==> src/design/race_pkg.sv <==
package race_pkg;

    // ----------------------------------------------------------------------
    // raster geometry, 640x480 at 25 MHz pixel clock
    // ----------------------------------------------------------------------
    localparam int H_VISIBLE = 640;
    localparam int H_FRONT   = 16;
    localparam int H_SYNC    = 96;
    localparam int H_TOTAL   = 800;
    localparam int V_VISIBLE = 480;
    localparam int V_FRONT   = 10;
    localparam int V_SYNC    = 2;
    localparam int V_TOTAL   = 525;

    // view and map layout
    localparam int VIEW_W      = 320;
    localparam int MAP_W       = 320;
    localparam int MAP_H       = 240;
    localparam int MAP_ADDR_W  = 17;
    localparam int COORD_W     = 10;
    localparam int COLOR_IDX_W = 4;
    localparam int RGB_W       = 12;
    localparam int CELL_SHIFT  = 3;
    localparam int VIEW_OFS_X  = 20;
    localparam int VIEW_OFS_Y  = 22;

    // car boxes, view-relative pixels
    localparam int SELF_X0  = 123;
    localparam int SELF_X1  = 197;
    localparam int SELF_Y0  = 143;
    localparam int SELF_Y1  = 217;
    localparam int ENEMY_CX = 160;
    localparam int ENEMY_CY = 180;
    localparam int CAR_HALF = 37;

    // minimap
    localparam int DOT_HALF = 4;
    localparam int MM_X0    = 240;
    localparam int MM_X1    = 400;

    // fixed colours
    localparam logic [RGB_W-1:0] COL_BLANK     = 12'h000;
    localparam logic [RGB_W-1:0] COL_SEPARATOR = 12'hFFF;
    localparam logic [RGB_W-1:0] COL_OUT_BOUND = 12'h6B4;
    localparam logic [RGB_W-1:0] COL_HUD       = 12'h444;
    localparam logic [RGB_W-1:0] COL_P1        = 12'hF00;
    localparam logic [RGB_W-1:0] COL_P2        = 12'h00F;

    // map index to colour
    function automatic logic [RGB_W-1:0] palette(input logic [COLOR_IDX_W-1:0] idx);
        logic [RGB_W-1:0] c;
        case (idx)
            4'd0:  c = 12'h3A3;
            4'd1:  c = 12'h555;
            4'd2:  c = 12'h777;
            4'd3:  c = 12'hD22;
            4'd4:  c = 12'hEEE;
            4'd5:  c = 12'hDC8;
            4'd6:  c = 12'h38C;
            4'd7:  c = 12'h252;
            4'd8:  c = 12'h963;
            4'd9:  c = 12'hFD0;
            4'd10: c = 12'h888;
            4'd11: c = 12'h5C5;
            4'd12: c = 12'hA4A;
            4'd13: c = 12'h0CC;
            4'd14: c = 12'h333;
            default: c = 12'hF80;
        endcase
        return c;
    endfunction

endpackage

==> src/design/pixel_compositor.sv <==
`timescale 1ns/1ps

module pixel_compositor #(
    parameter int HUD_TOP = 360
) (
    input  logic                                    clk_25MHz,
    input  logic                                    rst,
    input  logic [race_pkg::COORD_W-1:0]            h_cnt,
    input  logic [race_pkg::COORD_W-1:0]            v_cnt,
    input  logic                                    visible,
    input  logic                                    in_hud,
    input  logic                                    hsync_raw,
    input  logic                                    vsync_raw,
    input  logic [race_pkg::COORD_W-1:0]            p1_x,
    input  logic [race_pkg::COORD_W-1:0]            p1_y,
    input  logic [race_pkg::COORD_W-1:0]            p2_x,
    input  logic [race_pkg::COORD_W-1:0]            p2_y,
    input  logic [1:0]                              active,
    input  logic [1:0]                              self_hit,
    input  logic [1:0]                              enemy_hit,
    input  logic [1:0]                              out_of_map,
    input  logic [1:0][race_pkg::COLOR_IDX_W-1:0]   map_idx,
    output logic [race_pkg::RGB_W-1:0]              rgb,
    output logic                                    hsync,
    output logic                                    vsync
);
    import race_pkg::*;

    logic [COORD_W-1:0] h_s1, v_s1, h_s2, v_s2;
    logic               vis_s1, vis_s2, hud_s1, hud_s2;
    logic               hs_s1, hs_s2, vs_s1, vs_s2;
    logic [COORD_W-1:0] mm_x, mm_y;
    logic               p1_dot, p2_dot;
    logic               sel;
    logic [RGB_W-1:0]   own_col, rival_col, rgb_nxt;

    function automatic logic near(input logic [COORD_W-1:0] a, input logic [COORD_W-1:0] b);
        logic [COORD_W-1:0] d;
        d = (a >= b) ? a - b : b - a;
        return d <= COORD_W'(DOT_HALF);
    endfunction

    // raster position to stage 2, alongside the map index
    always_ff @(posedge clk_25MHz) begin
        h_s1 <= h_cnt;
        v_s1 <= v_cnt;
        h_s2 <= h_s1;
        v_s2 <= v_s1;
    end

    always_ff @(posedge clk_25MHz) begin
        if (rst) begin
            {vis_s1, vis_s2, hud_s1, hud_s2} <= 4'b0000;
            {hs_s1, hs_s2, vs_s1, vs_s2}     <= 4'b1111;
        end else begin
            {vis_s1, vis_s2, hud_s1, hud_s2} <= {visible, vis_s1, in_hud, hud_s1};
            {hs_s1, hs_s2, vs_s1, vs_s2}     <= {hsync_raw, hs_s1, vsync_raw, vs_s1};
        end
    end

    // ----------------------------------------------------------------------
    // minimap, half scale of world coordinates
    // ----------------------------------------------------------------------
    assign mm_x   = (h_s2 - COORD_W'(MM_X0)) << 1;
    assign mm_y   = (v_s2 - COORD_W'(HUD_TOP)) << 1;
    assign p1_dot = near(mm_x, p1_x) && near(mm_y, p1_y);
    assign p2_dot = near(mm_x, p2_x) && near(mm_y, p2_y);

    // right half belongs to p2
    assign sel       = active[1];
    assign own_col   = sel ? COL_P2 : COL_P1;
    assign rival_col = sel ? COL_P1 : COL_P2;

    // layer priority
    always_comb begin
        if (!vis_s2) begin
            rgb_nxt = COL_BLANK;
        end else if (v_s2 == COORD_W'(HUD_TOP - 1) || v_s2 == COORD_W'(HUD_TOP)) begin
            rgb_nxt = COL_SEPARATOR;
        end else if (hud_s2) begin
            if (h_s2 >= COORD_W'(MM_X0) && h_s2 < COORD_W'(MM_X1)) begin
                rgb_nxt = p1_dot ? COL_P1 : (p2_dot ? COL_P2 : COL_HUD);
            end else begin
                rgb_nxt = COL_HUD;
            end
        end else if (h_s2 == COORD_W'(VIEW_W - 1) || h_s2 == COORD_W'(VIEW_W)) begin
            rgb_nxt = COL_SEPARATOR;
        end else if (!(active[0] || active[1])) begin
            rgb_nxt = COL_BLANK;
        end else if (self_hit[sel]) begin
            rgb_nxt = own_col;
        end else if (enemy_hit[sel]) begin
            rgb_nxt = rival_col;
        end else if (out_of_map[sel]) begin
            rgb_nxt = COL_OUT_BOUND;
        end else begin
            rgb_nxt = palette(map_idx[sel]);
        end
    end

    // stage 3 VGA outputs
    always_ff @(posedge clk_25MHz) begin
        if (rst) begin
            rgb   <= COL_BLANK;
            hsync <= 1'b1;
            vsync <= 1'b1;
        end else begin
            rgb   <= rgb_nxt;
            hsync <= hs_s2;
            vsync <= vs_s2;
        end
    end

endmodule

==> src/design/player_view.sv <==
`timescale 1ns/1ps

module player_view #(
    parameter int VIEW_ID = 0
) (
    input  logic                              clk_25MHz,
    input  logic                              rst,
    input  logic [race_pkg::COORD_W-1:0]      h_cnt,
    input  logic [race_pkg::COORD_W-1:0]      v_cnt,
    input  logic [race_pkg::COORD_W-1:0]      own_x,
    input  logic [race_pkg::COORD_W-1:0]      own_y,
    input  logic [race_pkg::COORD_W-1:0]      other_x,
    input  logic [race_pkg::COORD_W-1:0]      other_y,
    output logic [race_pkg::MAP_ADDR_W-1:0]   map_addr,
    output logic                              active,
    output logic                              self_hit,
    output logic                              enemy_hit,
    output logic                              out_of_map
);
    import race_pkg::*;

    // signed width for the rival box, room for 8x a full coordinate swing
    localparam int BOX_W = COORD_W + 5;
    localparam logic [COORD_W-1:0]      X_BASE = COORD_W'(VIEW_ID * VIEW_W);
    localparam logic [COORD_W-1:0]      X_END  = COORD_W'(VIEW_ID * VIEW_W + VIEW_W);
    localparam logic signed [BOX_W-1:0] HALF_S = BOX_W'(CAR_HALF);
    localparam logic signed [BOX_W-1:0] CX_S   = BOX_W'(ENEMY_CX);
    localparam logic signed [BOX_W-1:0] CY_S   = BOX_W'(ENEMY_CY);

    logic [COORD_W-1:0]      rel_x;
    logic [COORD_W-1:0]      cell_x;
    logic [COORD_W-1:0]      cell_y;
    logic [MAP_ADDR_W-1:0]   row_base;
    logic [MAP_ADDR_W-1:0]   addr_c;
    logic                    in_view;
    logic                    oob_c;
    logic                    self_c;
    logic                    enemy_c;
    logic signed [BOX_W-1:0] dx, dy;
    logic signed [BOX_W-1:0] ecx, ecy;
    logic signed [BOX_W-1:0] px, py;
    logic                    active_s1, self_s1, enemy_s1, oob_s1;

    // ----------------------------------------------------------------------
    // map cell under the pixel
    // ----------------------------------------------------------------------
    assign in_view = (h_cnt >= X_BASE) && (h_cnt < X_END) && (v_cnt < COORD_W'(V_VISIBLE));
    assign rel_x   = h_cnt - X_BASE;

    // window corner sits VIEW_OFS cells up-left of the player
    assign cell_x = (rel_x >> CELL_SHIFT) + own_x - COORD_W'(VIEW_OFS_X);
    assign cell_y = (v_cnt >> CELL_SHIFT) + own_y - COORD_W'(VIEW_OFS_Y);
    assign oob_c  = (cell_x >= COORD_W'(MAP_W)) || (cell_y >= COORD_W'(MAP_H));

    // row * 320 as row * 256 + row * 64
    assign row_base = (MAP_ADDR_W'(cell_y) << 8) + (MAP_ADDR_W'(cell_y) << 6);
    assign addr_c   = oob_c ? '0 : row_base + MAP_ADDR_W'(cell_x);

    // ----------------------------------------------------------------------
    // car boxes
    // ----------------------------------------------------------------------
    assign self_c = (rel_x >= COORD_W'(SELF_X0)) && (rel_x <= COORD_W'(SELF_X1)) &&
                    (v_cnt >= COORD_W'(SELF_Y0)) && (v_cnt <= COORD_W'(SELF_Y1));

    // rival offset, one world unit is one cell on screen
    assign dx  = $signed({{(BOX_W - COORD_W){1'b0}}, other_x}) -
                 $signed({{(BOX_W - COORD_W){1'b0}}, own_x});
    assign dy  = $signed({{(BOX_W - COORD_W){1'b0}}, other_y}) -
                 $signed({{(BOX_W - COORD_W){1'b0}}, own_y});
    assign ecx = CX_S + (dx <<< CELL_SHIFT);
    assign ecy = CY_S + (dy <<< CELL_SHIFT);
    assign px  = $signed({{(BOX_W - COORD_W){1'b0}}, rel_x});
    assign py  = $signed({{(BOX_W - COORD_W){1'b0}}, v_cnt});

    assign enemy_c = (px >= ecx - HALF_S) && (px <= ecx + HALF_S) &&
                     (py >= ecy - HALF_S) && (py <= ecy + HALF_S);

    // stage 1 address and flags, stage 2 flags meet the returned index
    always_ff @(posedge clk_25MHz) begin
        if (rst) begin
            map_addr   <= '0;
            active_s1  <= 1'b0;
            self_s1    <= 1'b0;
            enemy_s1   <= 1'b0;
            oob_s1     <= 1'b0;
            active     <= 1'b0;
            self_hit   <= 1'b0;
            enemy_hit  <= 1'b0;
            out_of_map <= 1'b0;
        end else begin
            map_addr   <= addr_c;
            active_s1  <= in_view;
            self_s1    <= self_c;
            enemy_s1   <= enemy_c;
            oob_s1     <= oob_c;
            active     <= active_s1;
            self_hit   <= self_s1;
            enemy_hit  <= enemy_s1;
            out_of_map <= oob_s1;
        end
    end

endmodule

==> src/design/scan_timing.sv <==
`timescale 1ns/1ps

module scan_timing #(
    parameter int HUD_TOP = 360
) (
    input  logic                                 clk_25MHz,
    input  logic                                 rst,
    input  logic [race_pkg::COORD_W-1:0]         p1_x,
    input  logic [race_pkg::COORD_W-1:0]         p1_y,
    input  logic [race_pkg::COORD_W-1:0]         p2_x,
    input  logic [race_pkg::COORD_W-1:0]         p2_y,
    output logic [race_pkg::COORD_W-1:0]         h_cnt,
    output logic [race_pkg::COORD_W-1:0]         v_cnt,
    output logic                                 visible,
    output logic                                 in_hud,
    output logic                                 hsync_raw,
    output logic                                 vsync_raw,
    output logic [1:0][race_pkg::COORD_W-1:0]    own_x,
    output logic [1:0][race_pkg::COORD_W-1:0]    own_y,
    output logic [1:0][race_pkg::COORD_W-1:0]    other_x,
    output logic [1:0][race_pkg::COORD_W-1:0]    other_y
);
    import race_pkg::*;

    localparam logic [COORD_W-1:0] HS_START = COORD_W'(H_VISIBLE + H_FRONT);
    localparam logic [COORD_W-1:0] HS_END   = COORD_W'(H_VISIBLE + H_FRONT + H_SYNC);
    localparam logic [COORD_W-1:0] VS_START = COORD_W'(V_VISIBLE + V_FRONT);
    localparam logic [COORD_W-1:0] VS_END   = COORD_W'(V_VISIBLE + V_FRONT + V_SYNC);

    logic [COORD_W-1:0] h_nxt;
    logic [COORD_W-1:0] v_nxt;
    logic               line_end;
    logic               frame_end;
    logic [COORD_W-1:0] p1_x_l, p1_y_l, p2_x_l, p2_y_l;

    // ----------------------------------------------------------------------
    // raster counters
    // ----------------------------------------------------------------------
    assign line_end  = (h_cnt == COORD_W'(H_TOTAL - 1));
    assign frame_end = line_end && (v_cnt == COORD_W'(V_TOTAL - 1));
    assign h_nxt     = line_end ? '0 : h_cnt + 1'b1;

    always_comb begin
        if (frame_end) begin
            v_nxt = '0;
        end else if (line_end) begin
            v_nxt = v_cnt + 1'b1;
        end else begin
            v_nxt = v_cnt;
        end
    end

    // flags come from the next position so they line up with the counters
    always_ff @(posedge clk_25MHz) begin
        if (rst) begin
            h_cnt     <= '0;
            v_cnt     <= '0;
            visible   <= 1'b1;
            in_hud    <= 1'b0;
            hsync_raw <= 1'b1;
            vsync_raw <= 1'b1;
        end else begin
            h_cnt     <= h_nxt;
            v_cnt     <= v_nxt;
            visible   <= (h_nxt < COORD_W'(H_VISIBLE)) && (v_nxt < COORD_W'(V_VISIBLE));
            in_hud    <= (v_nxt > COORD_W'(HUD_TOP)) && (v_nxt < COORD_W'(V_VISIBLE));
            // active-low syncs
            hsync_raw <= !((h_nxt >= HS_START) && (h_nxt < HS_END));
            vsync_raw <= !((v_nxt >= VS_START) && (v_nxt < VS_END));
        end
    end

    // ----------------------------------------------------------------------
    // positions held for a whole frame
    // ----------------------------------------------------------------------
    // also loaded during reset so frame 0 starts with valid positions
    always_ff @(posedge clk_25MHz) begin
        if (rst || frame_end) begin
            p1_x_l <= p1_x;
            p1_y_l <= p1_y;
            p2_x_l <= p2_x;
            p2_y_l <= p2_y;
        end
    end

    // view 0 follows p1, view 1 follows p2
    assign own_x[0]   = p1_x_l;
    assign own_y[0]   = p1_y_l;
    assign other_x[0] = p2_x_l;
    assign other_y[0] = p2_y_l;
    assign own_x[1]   = p2_x_l;
    assign own_y[1]   = p2_y_l;
    assign other_x[1] = p1_x_l;
    assign other_y[1] = p1_y_l;

endmodule

==> src/design/split_screen_top.sv <==
`timescale 1ns/1ps

module split_screen_top #(
    parameter int HUD_TOP = 360
) (
    input  logic                                clk_25MHz,
    input  logic                                rst,
    input  logic [race_pkg::COORD_W-1:0]        p1_x,
    input  logic [race_pkg::COORD_W-1:0]        p1_y,
    input  logic [race_pkg::COORD_W-1:0]        p2_x,
    input  logic [race_pkg::COORD_W-1:0]        p2_y,
    input  logic [race_pkg::COLOR_IDX_W-1:0]    map_idx_0,
    input  logic [race_pkg::COLOR_IDX_W-1:0]    map_idx_1,
    output logic [race_pkg::MAP_ADDR_W-1:0]     map_addr_0,
    output logic [race_pkg::MAP_ADDR_W-1:0]     map_addr_1,
    output logic [3:0]                          vga_red,
    output logic [3:0]                          vga_green,
    output logic [3:0]                          vga_blue,
    output logic                                hsync,
    output logic                                vsync
);
    import race_pkg::*;

    logic [COORD_W-1:0]          h_cnt, v_cnt;
    logic                        visible, in_hud, hsync_raw, vsync_raw;
    logic [1:0][COORD_W-1:0]     own_x, own_y, other_x, other_y;
    logic [1:0][MAP_ADDR_W-1:0]  map_addr;
    logic [1:0][COLOR_IDX_W-1:0] map_idx;
    logic [1:0]                  active, self_hit, enemy_hit, out_of_map;
    logic [RGB_W-1:0]            rgb;

    assign map_addr_0 = map_addr[0];
    assign map_addr_1 = map_addr[1];
    assign map_idx[0] = map_idx_0;
    assign map_idx[1] = map_idx_1;
    assign vga_red    = rgb[11:8];
    assign vga_green  = rgb[7:4];
    assign vga_blue   = rgb[3:0];

    scan_timing #(.HUD_TOP(HUD_TOP)) u_timing (
        .clk_25MHz(clk_25MHz), .rst(rst),
        .p1_x(p1_x), .p1_y(p1_y), .p2_x(p2_x), .p2_y(p2_y),
        .h_cnt(h_cnt), .v_cnt(v_cnt),
        .visible(visible), .in_hud(in_hud),
        .hsync_raw(hsync_raw), .vsync_raw(vsync_raw),
        .own_x(own_x), .own_y(own_y), .other_x(other_x), .other_y(other_y)
    );

    // one view per half screen
    for (genvar i = 0; i < 2; i++) begin : g_view
        player_view #(.VIEW_ID(i)) u_view (
            .clk_25MHz(clk_25MHz), .rst(rst),
            .h_cnt(h_cnt), .v_cnt(v_cnt),
            .own_x(own_x[i]), .own_y(own_y[i]),
            .other_x(other_x[i]), .other_y(other_y[i]),
            .map_addr(map_addr[i]),
            .active(active[i]), .self_hit(self_hit[i]),
            .enemy_hit(enemy_hit[i]), .out_of_map(out_of_map[i])
        );
    end

    // latched positions come back through view 0 fan-out
    pixel_compositor #(.HUD_TOP(HUD_TOP)) u_comp (
        .clk_25MHz(clk_25MHz), .rst(rst),
        .h_cnt(h_cnt), .v_cnt(v_cnt),
        .visible(visible), .in_hud(in_hud),
        .hsync_raw(hsync_raw), .vsync_raw(vsync_raw),
        .p1_x(own_x[0]), .p1_y(own_y[0]), .p2_x(other_x[0]), .p2_y(other_y[0]),
        .active(active), .self_hit(self_hit),
        .enemy_hit(enemy_hit), .out_of_map(out_of_map),
        .map_idx(map_idx),
        .rgb(rgb), .hsync(hsync), .vsync(vsync)
    );

endmodule

==> config.mk <==
export PLATFORM = sky130hd
export DESIGN_NAME = split_screen_top
export DESIGN_NICKNAME = d
export VERILOG_FILES = /design/src/design/race_pkg.sv /design/src/design/pixel_compositor.sv /design/src/design/player_view.sv /design/src/design/scan_timing.sv /design/src/design/split_screen_top.sv
export SDC_FILE = /design/constraint.sdc
export NUM_CORES = 1
export LEC_CHECK = 0
export BUFFER_PORTS_ARGS = -buffer_cell sky130_fd_sc_hd__buf_2
export CAP_MARGIN = 40
export CORE_MARGIN = 2
export CORE_UTILIZATION = 50
export DETAILED_ROUTE_END_ITERATION = 8
export PLACE_DENSITY = 0.67
export SLEW_MARGIN = 20
export SYNTH_ARGS = -nofsm -noshare
export SYNTH_HDL_FRONTEND = slang
export SYNTH_SLANG_ARGS = --single-unit
==> constraint.sdc <==
create_clock -name clk_25MHz -period 6.1 [get_ports clk_25MHz]
set_input_delay 1.22 -clock clk_25MHz [delete_from_list [all_inputs] [get_ports clk_25MHz]]
set_output_delay 1.22 -clock clk_25MHz [all_outputs]
set_load 0.02 [all_outputs]
==> results of run 1 <==
==> through the flow <==
stage	area (sq um)	instances	util, %	worst slack [ns]	total power [mW]
3_3_place_gp	18100	2556	53.8	0.977	3.13
5_1_grt	18700	2588	55.6	0.372	4.64
4_1_cts	18700	2588	55.6	0.810	4.33
3_5_place_dp	18100	2556	53.8	0.883	3.17
2_1_floorplan	17200	2054	-	1.51	2.77
6_report	18700	2588	55.6	0.736	4.33
==> worst register-to-register path: stages, from the launching register on <==
cell and delay, ns:
dfxtp_1 0.54, inv_1 0.21, ha_1 0.33, inv_1 0.07
ha_1 0.29, a21o_1 0.18, a21oi_1 0.21, o21bai_1 0.11
a21oi_1 0.25, o21bai_1 0.10, a21oi_1 0.19, xnor2_1 0.22
inv_1 0.10, fa_1 0.49, inv_1 0.07, ha_1 0.29
a21o_1 0.17, a21oi_1 0.24, o21bai_1 0.11, a21oi_1 0.26
o21bai_1 0.10, a21oi_1 0.24, o21bai_1 0.09, a21oi_1 0.18
xnor2_1 0.13, nor2_1 0.05
==> cell type report <==
class                      instances  area, sq um  share of cell area (%)
clock inverter                    14          171                   0.915
sequential                       176         3920                    21.0
clock buffer                      18          429                    2.29
tap                              448          561                    2.99
timing repair buffer             105          546                    2.91
inverter                         223          837                    4.47
multi-input combinational       1604        12300                    65.5
==> routing by layer <==
layer / GRT usage, % / up-vias
li1: - / 7358
met1: 35.6 / 7031
met2: 44.1 / 407
met3: 3.30 / 69
met4: 7.81 / 0
met5: 0 / -
==> how the worst max path moves through the flow <==
stage / from / end / slack [ns] / cells past startpoint
after floorplan: u_timing.h_cnt[6] / g_view[1].u_view.map_addr[16] / 1.51 / 25
after global placement: u_timing.h_cnt[5] / g_view[0].u_view.map_addr[16] / 0.98 / 25
after detailed placement: u_timing.h_cnt[5] / g_view[0].u_view.map_addr[16] / 0.88 / 25
after CTS: u_timing.h_cnt[5] / g_view[0].u_view.map_addr[16] / 0.81 / 25
after global routing: u_timing.h_cnt[5] / g_view[0].u_view.map_addr[16] / 0.37 / 25
final: u_timing.h_cnt[5] / g_view[0].u_view.map_addr[16] / 0.74 / 25
==> power by group <==
part	internal, mW	total, mW	switching [mW]	leakage, nW
sequential	1.23	1.27	0.0354	1.49
combinational	0.787	1.91	1.13	6.89
clock	0.619	1.15	0.527	0.291
total	2.64	4.33	1.69	8.68
==> cell families (layout without fill, tap and decap cells) <==
| group | Yosys count | after routing | synth area share, % |
|---|---|---|---|
| fa+ha+maj | 309 | 309 | 23.2 |
| simple gates | 556 | 556 | 16.0 |
| flops | 176 | 176 | 22.8 |
| mux | 29 | 29 | 1.76 |
| compound gates | 521 | 521 | 20.3 |
| buf+inv | 274 | 360 | 6.18 |
| xor+xnor | 189 | 189 | 9.73 |
==> cells in the final DEF, fill, tap and decap left out, types with 16 or more instances in the layout <==
master / n
a21oi_1: 164
nor2_1: 172
xor2_1: 53
ha_1: 291
o21ai_0: 75
nor2b_1: 35
nor3_1: 27
edfxtp_1: 40
o211ai_1: 16
fa_1: 18
nand3_1: 55
a21o_1: 53
o21bai_1: 29
buf_2: 97
mux2i_1: 22
o21a_1: 18
nand2b_1: 31
inv_1: 223
a211oi_1: 16
dfxtp_1: 136
nand4_1: 20
clkbuf_16: 17
nand2_1: 116
xnor2_1: 134
==> flow_metrics.env, run 1 <==
export IMPL_critPathLaunchType="flop"
export IMPL_clkSinkCount=176
export IMPL_ys_types=97
export IMPL_grt_pass1_vias=14297
export IMPL_post_route_period_util_pct=87.9
export IMPL_arrival_ns=5.68
export IMPL_fin_setup_tns_ns=0
export IMPL_synth_area_leader_cell="ha_1"
export IMPL_cp_common_cell="a21oi_1"
export IMPL_ys_seq_area_share_pct=22.8
export IMPL_grt_max_degree=50
export IMPL_antenna_found_initial=0
export IMPL_regMostFlops="g_view.u_view.map_addr"
export IMPL_drt_total_wl_um=47300
export IMPL_synth_top_area_share_pct=21.1
export IMPL_syn_inst=2054
export IMPL_antenna_cells=0
export IMPL_die_h_um=190
export IMPL_yosysMostFrequentCell="ha_1"
export IMPL_clock_latency_ns=0.46
export IMPL_cts_made_buffers=17
export IMPL_rsz0062_at_grt="false"
export IMPL_min_from="u_comp.v_s1[6]"
export IMPL_placement_io_buffers=97
export IMPL_grt_use_total_pct=26.4
export IMPL_crit_slowest_cell="dfxtp_1"
export IMPL_tightest_slew_ns=0.842
export IMPL_netlist_top_cells_count="291 x ha_1, 223 x inv_1, 172 x nor2_1"
export IMPL_drive_gt1_share_pct=9.21
export IMPL_clk_pin_slew_ns=0.07
export IMPL_cts_resized=0
export IMPL_setup_viol=0
export IMPL_cts_buffer_depth=2
export IMPL_p_leak_nw=8.68
export IMPL_die_w_um=190
export IMPL_worst_r2r_setup_slack_ns=0.74
export IMPL_grt_remaining_overflow=0
export IMPL_start_util_pct=51.1
export IMPL_root_buffer="clkbuf_16"
export IMPL_gp_congestion=0.926
export IMPL_met2_length_um=22000
export IMPL_fin_nets=2486
export IMPL_hold_slack_ns=0.328
export IMPL_ys_warnings_count=0
export IMPL_io_pins=98
export IMPL_drt_iter0_drc=1022
export IMPL_dr_max_layer_used="met4"
export IMPL_hold_depth=0
export IMPL_crit_family="compound AO/OA/AOI/OAI gates"
export IMPL_avgRoutedWirePerCell_um=18.3
export IMPL_antenna_left=0
export IMPL_reg2regPathDepth=25
export IMPL_largest_register_ffs=34
export IMPL_status="finished clean"
export IMPL_drt_pass1_iter_count=5
export IMPL_whs_endpoint="u_comp.v_s2[6]"
export IMPL_async_reset_ff_share_pct=0
export IMPL_rows=67
export IMPL_vias_per_cell=5.74
export IMPL_skew_ns=0.0121
export IMPL_grt_pass1_wl_um=75100
export IMPL_synth_edf_count=40
export IMPL_cts_hold_buf=0
export IMPL_die_area_sq_mm=0.0360
export IMPL_fillCellCount=3197
export IMPL_hold_viol_final=0
export IMPL_core_sq_mm=0.0337
export IMPL_synthFlopType="dfxtp_1"
export IMPL_hold_path_class="reg2reg"
export IMPL_cp_required_ns=6.41
export IMPL_path_class="reg2reg"
export IMPL_end_kind="flop"
export IMPL_post_cts_buffers=0
export IMPL_maxCapViolations=0
export IMPL_vdd_drop_max_mv=0.228
export IMPL_syn_to_final_growth_pct=8.65
export IMPL_wl_met1_um=22000
export IMPL_cts_tree="yes"
export IMPL_cp_slowest_stage_delay_ns=0.54
export IMPL_r2r_end="g_view[0].u_view.map_addr[16]"
export IMPL_dr_wl_met3_um=2170
export IMPL_worst_path_buf_inv=4
export IMPL_powerDensity_mw_per_mm2=231
export IMPL_cts_htree_levels=4
export IMPL_timing_slew_headroom_pct=42.3
export IMPL_vias=14865
export IMPL_path_max_fanout=9
export IMPL_finalCriticalPeriod_ns=5.36
export IMPL_fmax_mhz=186
export IMPL_drc_errors=0
export IMPL_synth_ff_latch_count=176
export IMPL_maxSlewViolCount=0
export IMPL_yosys_top_cells_area="ha_1 21%, dfxtp_1 16%, edfxtp_1 7.0%"
export IMPL_synth_nets=2413
export IMPL_postSynthAreaPerCell_sq_um=8.39
export IMPL_r2r_start="u_timing.h_cnt[5]"
export IMPL_dp_hpwl_um=37800
export IMPL_reg_top3="g_view.u_view.map_addr x34, u_comp.rgb x12"
export IMPL_syn_area_sq_mm=0.0172
(Power assumes the default switching activity.)
==> run 2: changes to the inputs <==
ABC_AREA = 1   (was unset)
PLACE_DENSITY = 0.68   (was 0.67)
SYNTH_HIERARCHICAL = 1   (was unset)
==> run 2 against run 1 <==
Critical path depth decreased by 3. Global-route usage increased by 0.27 points. Clock power about the same. Maximum frequency increased by 5.1%. Worst setup slack improved by 0.26 ns. Combinational power increased by 46%. Clock skew increased by 0.0018 ns. Critical endpoint is now g_view[1].u_view/map_addr[14]. Largest cell class unchanged. Largest power group unchanged.
==> flow_metrics.env, run 2 <==
export IMPL_cts_hold_buf=0
export IMPL_rows=73
export IMPL_p_leak_nw=11.9
export IMPL_end_kind="flop"
export IMPL_reg_top3="g_view.u_view/map_addr x34, u_comp/rgb x12"
export IMPL_cts_htree_levels=4
export IMPL_clock_latency_ns=0.46
export IMPL_powerDensity_mw_per_mm2=244
export IMPL_skew_ns=0.0139
export IMPL_gp_congestion=0.931
export IMPL_drt_pass1_iter_count=6
export IMPL_fmax_mhz=196
export IMPL_status="finished clean"
export IMPL_busiest_layer="met2"
export IMPL_yosysMostFrequentCell="nand2_1"
export IMPL_path_max_fanout=13
export IMPL_synth_edf_count=40
export IMPL_rsz0062_at_grt="false"
export IMPL_dp_hpwl_um=45200
export IMPL_grt_remaining_overflow=0
export IMPL_yosys_top_cells_area="ha_1 18%, nand2_1 15%, dfxtp_1 14%"
export IMPL_antenna_left=0
export IMPL_internal_power_mw=2.85
export IMPL_syn_to_final_growth_pct=6.95
export IMPL_mostFrequentLayoutCells="825 x nand2_1, 569 x inv_1, 300 x nor2_1"
export IMPL_hold_path_class="reg2reg"
export IMPL_grt_pass1_wl_um=89700
export IMPL_core_sq_mm=0.0397
export IMPL_largest_register_ffs=34
export IMPL_die_w_um=204
export IMPL_cts_resized=0
export IMPL_netlist_top_cells_count="825 x nand2_1, 570 x inv_1, 300 x nor2_1"
export IMPL_die_area_sq_mm=0.0418
export IMPL_timing_slew_headroom_pct=34.7
export IMPL_antenna_cells=0
export IMPL_fillCellCount=4003
export IMPL_p_seq_share_pct=25.2
export IMPL_arrival_ns=5.45
export IMPL_root_buffer="clkbuf_16"
export IMPL_synth_area_leader_cell="ha_1"
export IMPL_placement_io_buffers=97
export IMPL_ys_warnings_count=6
export IMPL_vias_per_cell=5.21
export IMPL_drt_iter0_drc=1322
export IMPL_grt_max_degree=24
export IMPL_switchingPower_mw=2.39
export IMPL_cp_required_ns=6.44
export IMPL_grt_use_met3_pct=3.11
export IMPL_avgRoutedWirePerCell_um=14.7
export IMPL_hold_viol_final=0
export IMPL_cts_made_buffers=17
export IMPL_setup_viol=0
export IMPL_start_util_pct=50.6
export IMPL_io_pins=98
export IMPL_drive_gt1_share_pct=9.07
export IMPL_synthFlopType="dfxtp_1"
export IMPL_vias=19469
export IMPL_maxCapViolations=0
export IMPL_synth_nets=3488
export IMPL_reg2regPathDepth=22
export IMPL_cts_buffer_depth=2
export IMPL_clkSinkCount=176
export IMPL_ys_seq_area_share_pct=19.5
export IMPL_clk_pin_slew_ns=0.07
export IMPL_path_class="reg2reg"
export IMPL_hold_depth=0
export IMPL_maxSlewViolCount=0
export IMPL_use_met2_pct=44.4
export IMPL_grt_use_total_pct=26.6
export IMPL_postSynthAreaPerCell_sq_um=6.42
export IMPL_power_frac_clock_pct=21.7
export IMPL_drt_total_wl_um=54900
export IMPL_regMostFlops="g_view.u_view/map_addr"
export IMPL_grt_pass1_vias=18396
export IMPL_vdd_drop_max_mv=0.221
export IMPL_die_h_um=204
export IMPL_sw_frac_of_total_pct=45.6
export IMPL_synth_ff_latch_count=176
export IMPL_fin_nets=3557
export IMPL_critPathLaunchType="flop"
export IMPL_synth_top_area_share_pct=18.2
export IMPL_final_common_cell="nand2_1"
export IMPL_syn_inst=3127
export IMPL_drc_errors=0
export IMPL_ys_types=65
export IMPL_comb_power_share_pct=53.1
export IMPL_multi_input_area_sq_mm=0.0136
export IMPL_cts_tree="yes"
export IMPL_seqCellArea_sq_mm=0.00392
export IMPL_placedCellCount=3702
export IMPL_fin_setup_tns_ns=0
export IMPL_finalCriticalPeriod_ns=5.11
export IMPL_fin_cells=3734
export IMPL_post_cts_buffers=0
export IMPL_post_route_period_util_pct=83.7
export IMPL_use_met1_pct=36.3
export IMPL_antenna_found_initial=0
export IMPL_tightest_slew_ns=0.971
export IMPL_syn_area_sq_mm=0.0201
export IMPL_async_reset_ff_share_pct=0
==> run 2: path summary, 6_finish.rpt <==
path	start	endpoint	slack (ns)
worst max register to register	u_timing/h_cnt[6]	g_view[1].u_view/map_addr[14]	0.99
worst min-delay path	u_comp/v_s1[5]	u_comp/v_s2[5]	0.33
worst max-delay path	u_timing/h_cnt[6]	g_view[1].u_view/map_addr[14]	0.99
worst min register to register	u_comp/v_s1[5]	u_comp/v_s2[5]	0.33
==> run 2: metrics by stage <==
stage,setup slack [ns],utilization [%],power (mW),area [sq um],hold WS (ns)
after global placement,1.19,52.6,4.03,20900,0.311
after CTS,1.01,54.1,5.25,21500,0.328
after floorplan,1.67,-,3.53,20100,0.310
after detailed placement,1.04,52.6,4.09,20900,0.314
final,0.994,54.1,5.24,21500,0.328
after global routing,0.562,54.1,5.73,21500,0.332
==> run 2: per-layer routing <==
metal	wire, um	part of all wire, %	up-vias
li1	-	-	10023
met1	26200	48	8851
met2	24800	45	528
met3	2810	5.1	67
met4	1110	2.0	0
met5	0	0	-
==> run 2: layout make-up <==
| cell class | count | share of cell area, % |
|---|---|---|
| repair buffers | 104 | 2.50 |
| clock buffers | 18 | 2.04 |
| inverters | 588 | 10.3 |
| multi-input cells | 2309 | 63.1 |
| flip-flops and latches | 176 | 18.3 |
| clock inverters | 14 | 0.734 |
| well taps | 525 | 3.06 |
==> run 2: worst max-delay path, cell delays in order, from the launching register on <==
cell,delay (ns)
dfxtp_1,0.61
inv_1,0.21
ha_1,0.27
xnor2_1,0.34
inv_1,0.09
ha_1,0.29
inv_1,0.04
ha_1,0.21
nand2_1,0.08
a21oi_1,0.07
a211oi_1,0.22
o21ai_0,0.18
xnor2_1,0.28
fa_1,0.47
ha_1,0.39
a21oi_1,0.23
inv_1,0.07
a31oi_1,0.25
o21ai_0,0.21
a21oi_1,0.16
o21ai_0,0.11
xnor2_1,0.15
nor2_1,0.06
==> run 2: kinds of logic after synthesis <==
kind of cell,after synthesis,synth area share [%]
fa+ha+maj,311,20.0
buf+inv,642,13.0
flops,176,19.5
simple gates,1626,35.8
mux,1,0.0498
compound gates,294,8.16
xor+xnor,77,3.43
==> run 2: power by group through the flow <==
stage | Clock, mW | Combinational [mW] | Sequential, mW
finish | 1.14 | 2.78 | 1.32
detailed placement | 0 | 2.74 | 1.35
floorplan | 0 | 2.21 | 1.32
CTS | 1.16 | 2.76 | 1.32
global route | 1.20 | 3.20 | 1.33
global placement | 0 | 2.68 | 1.35
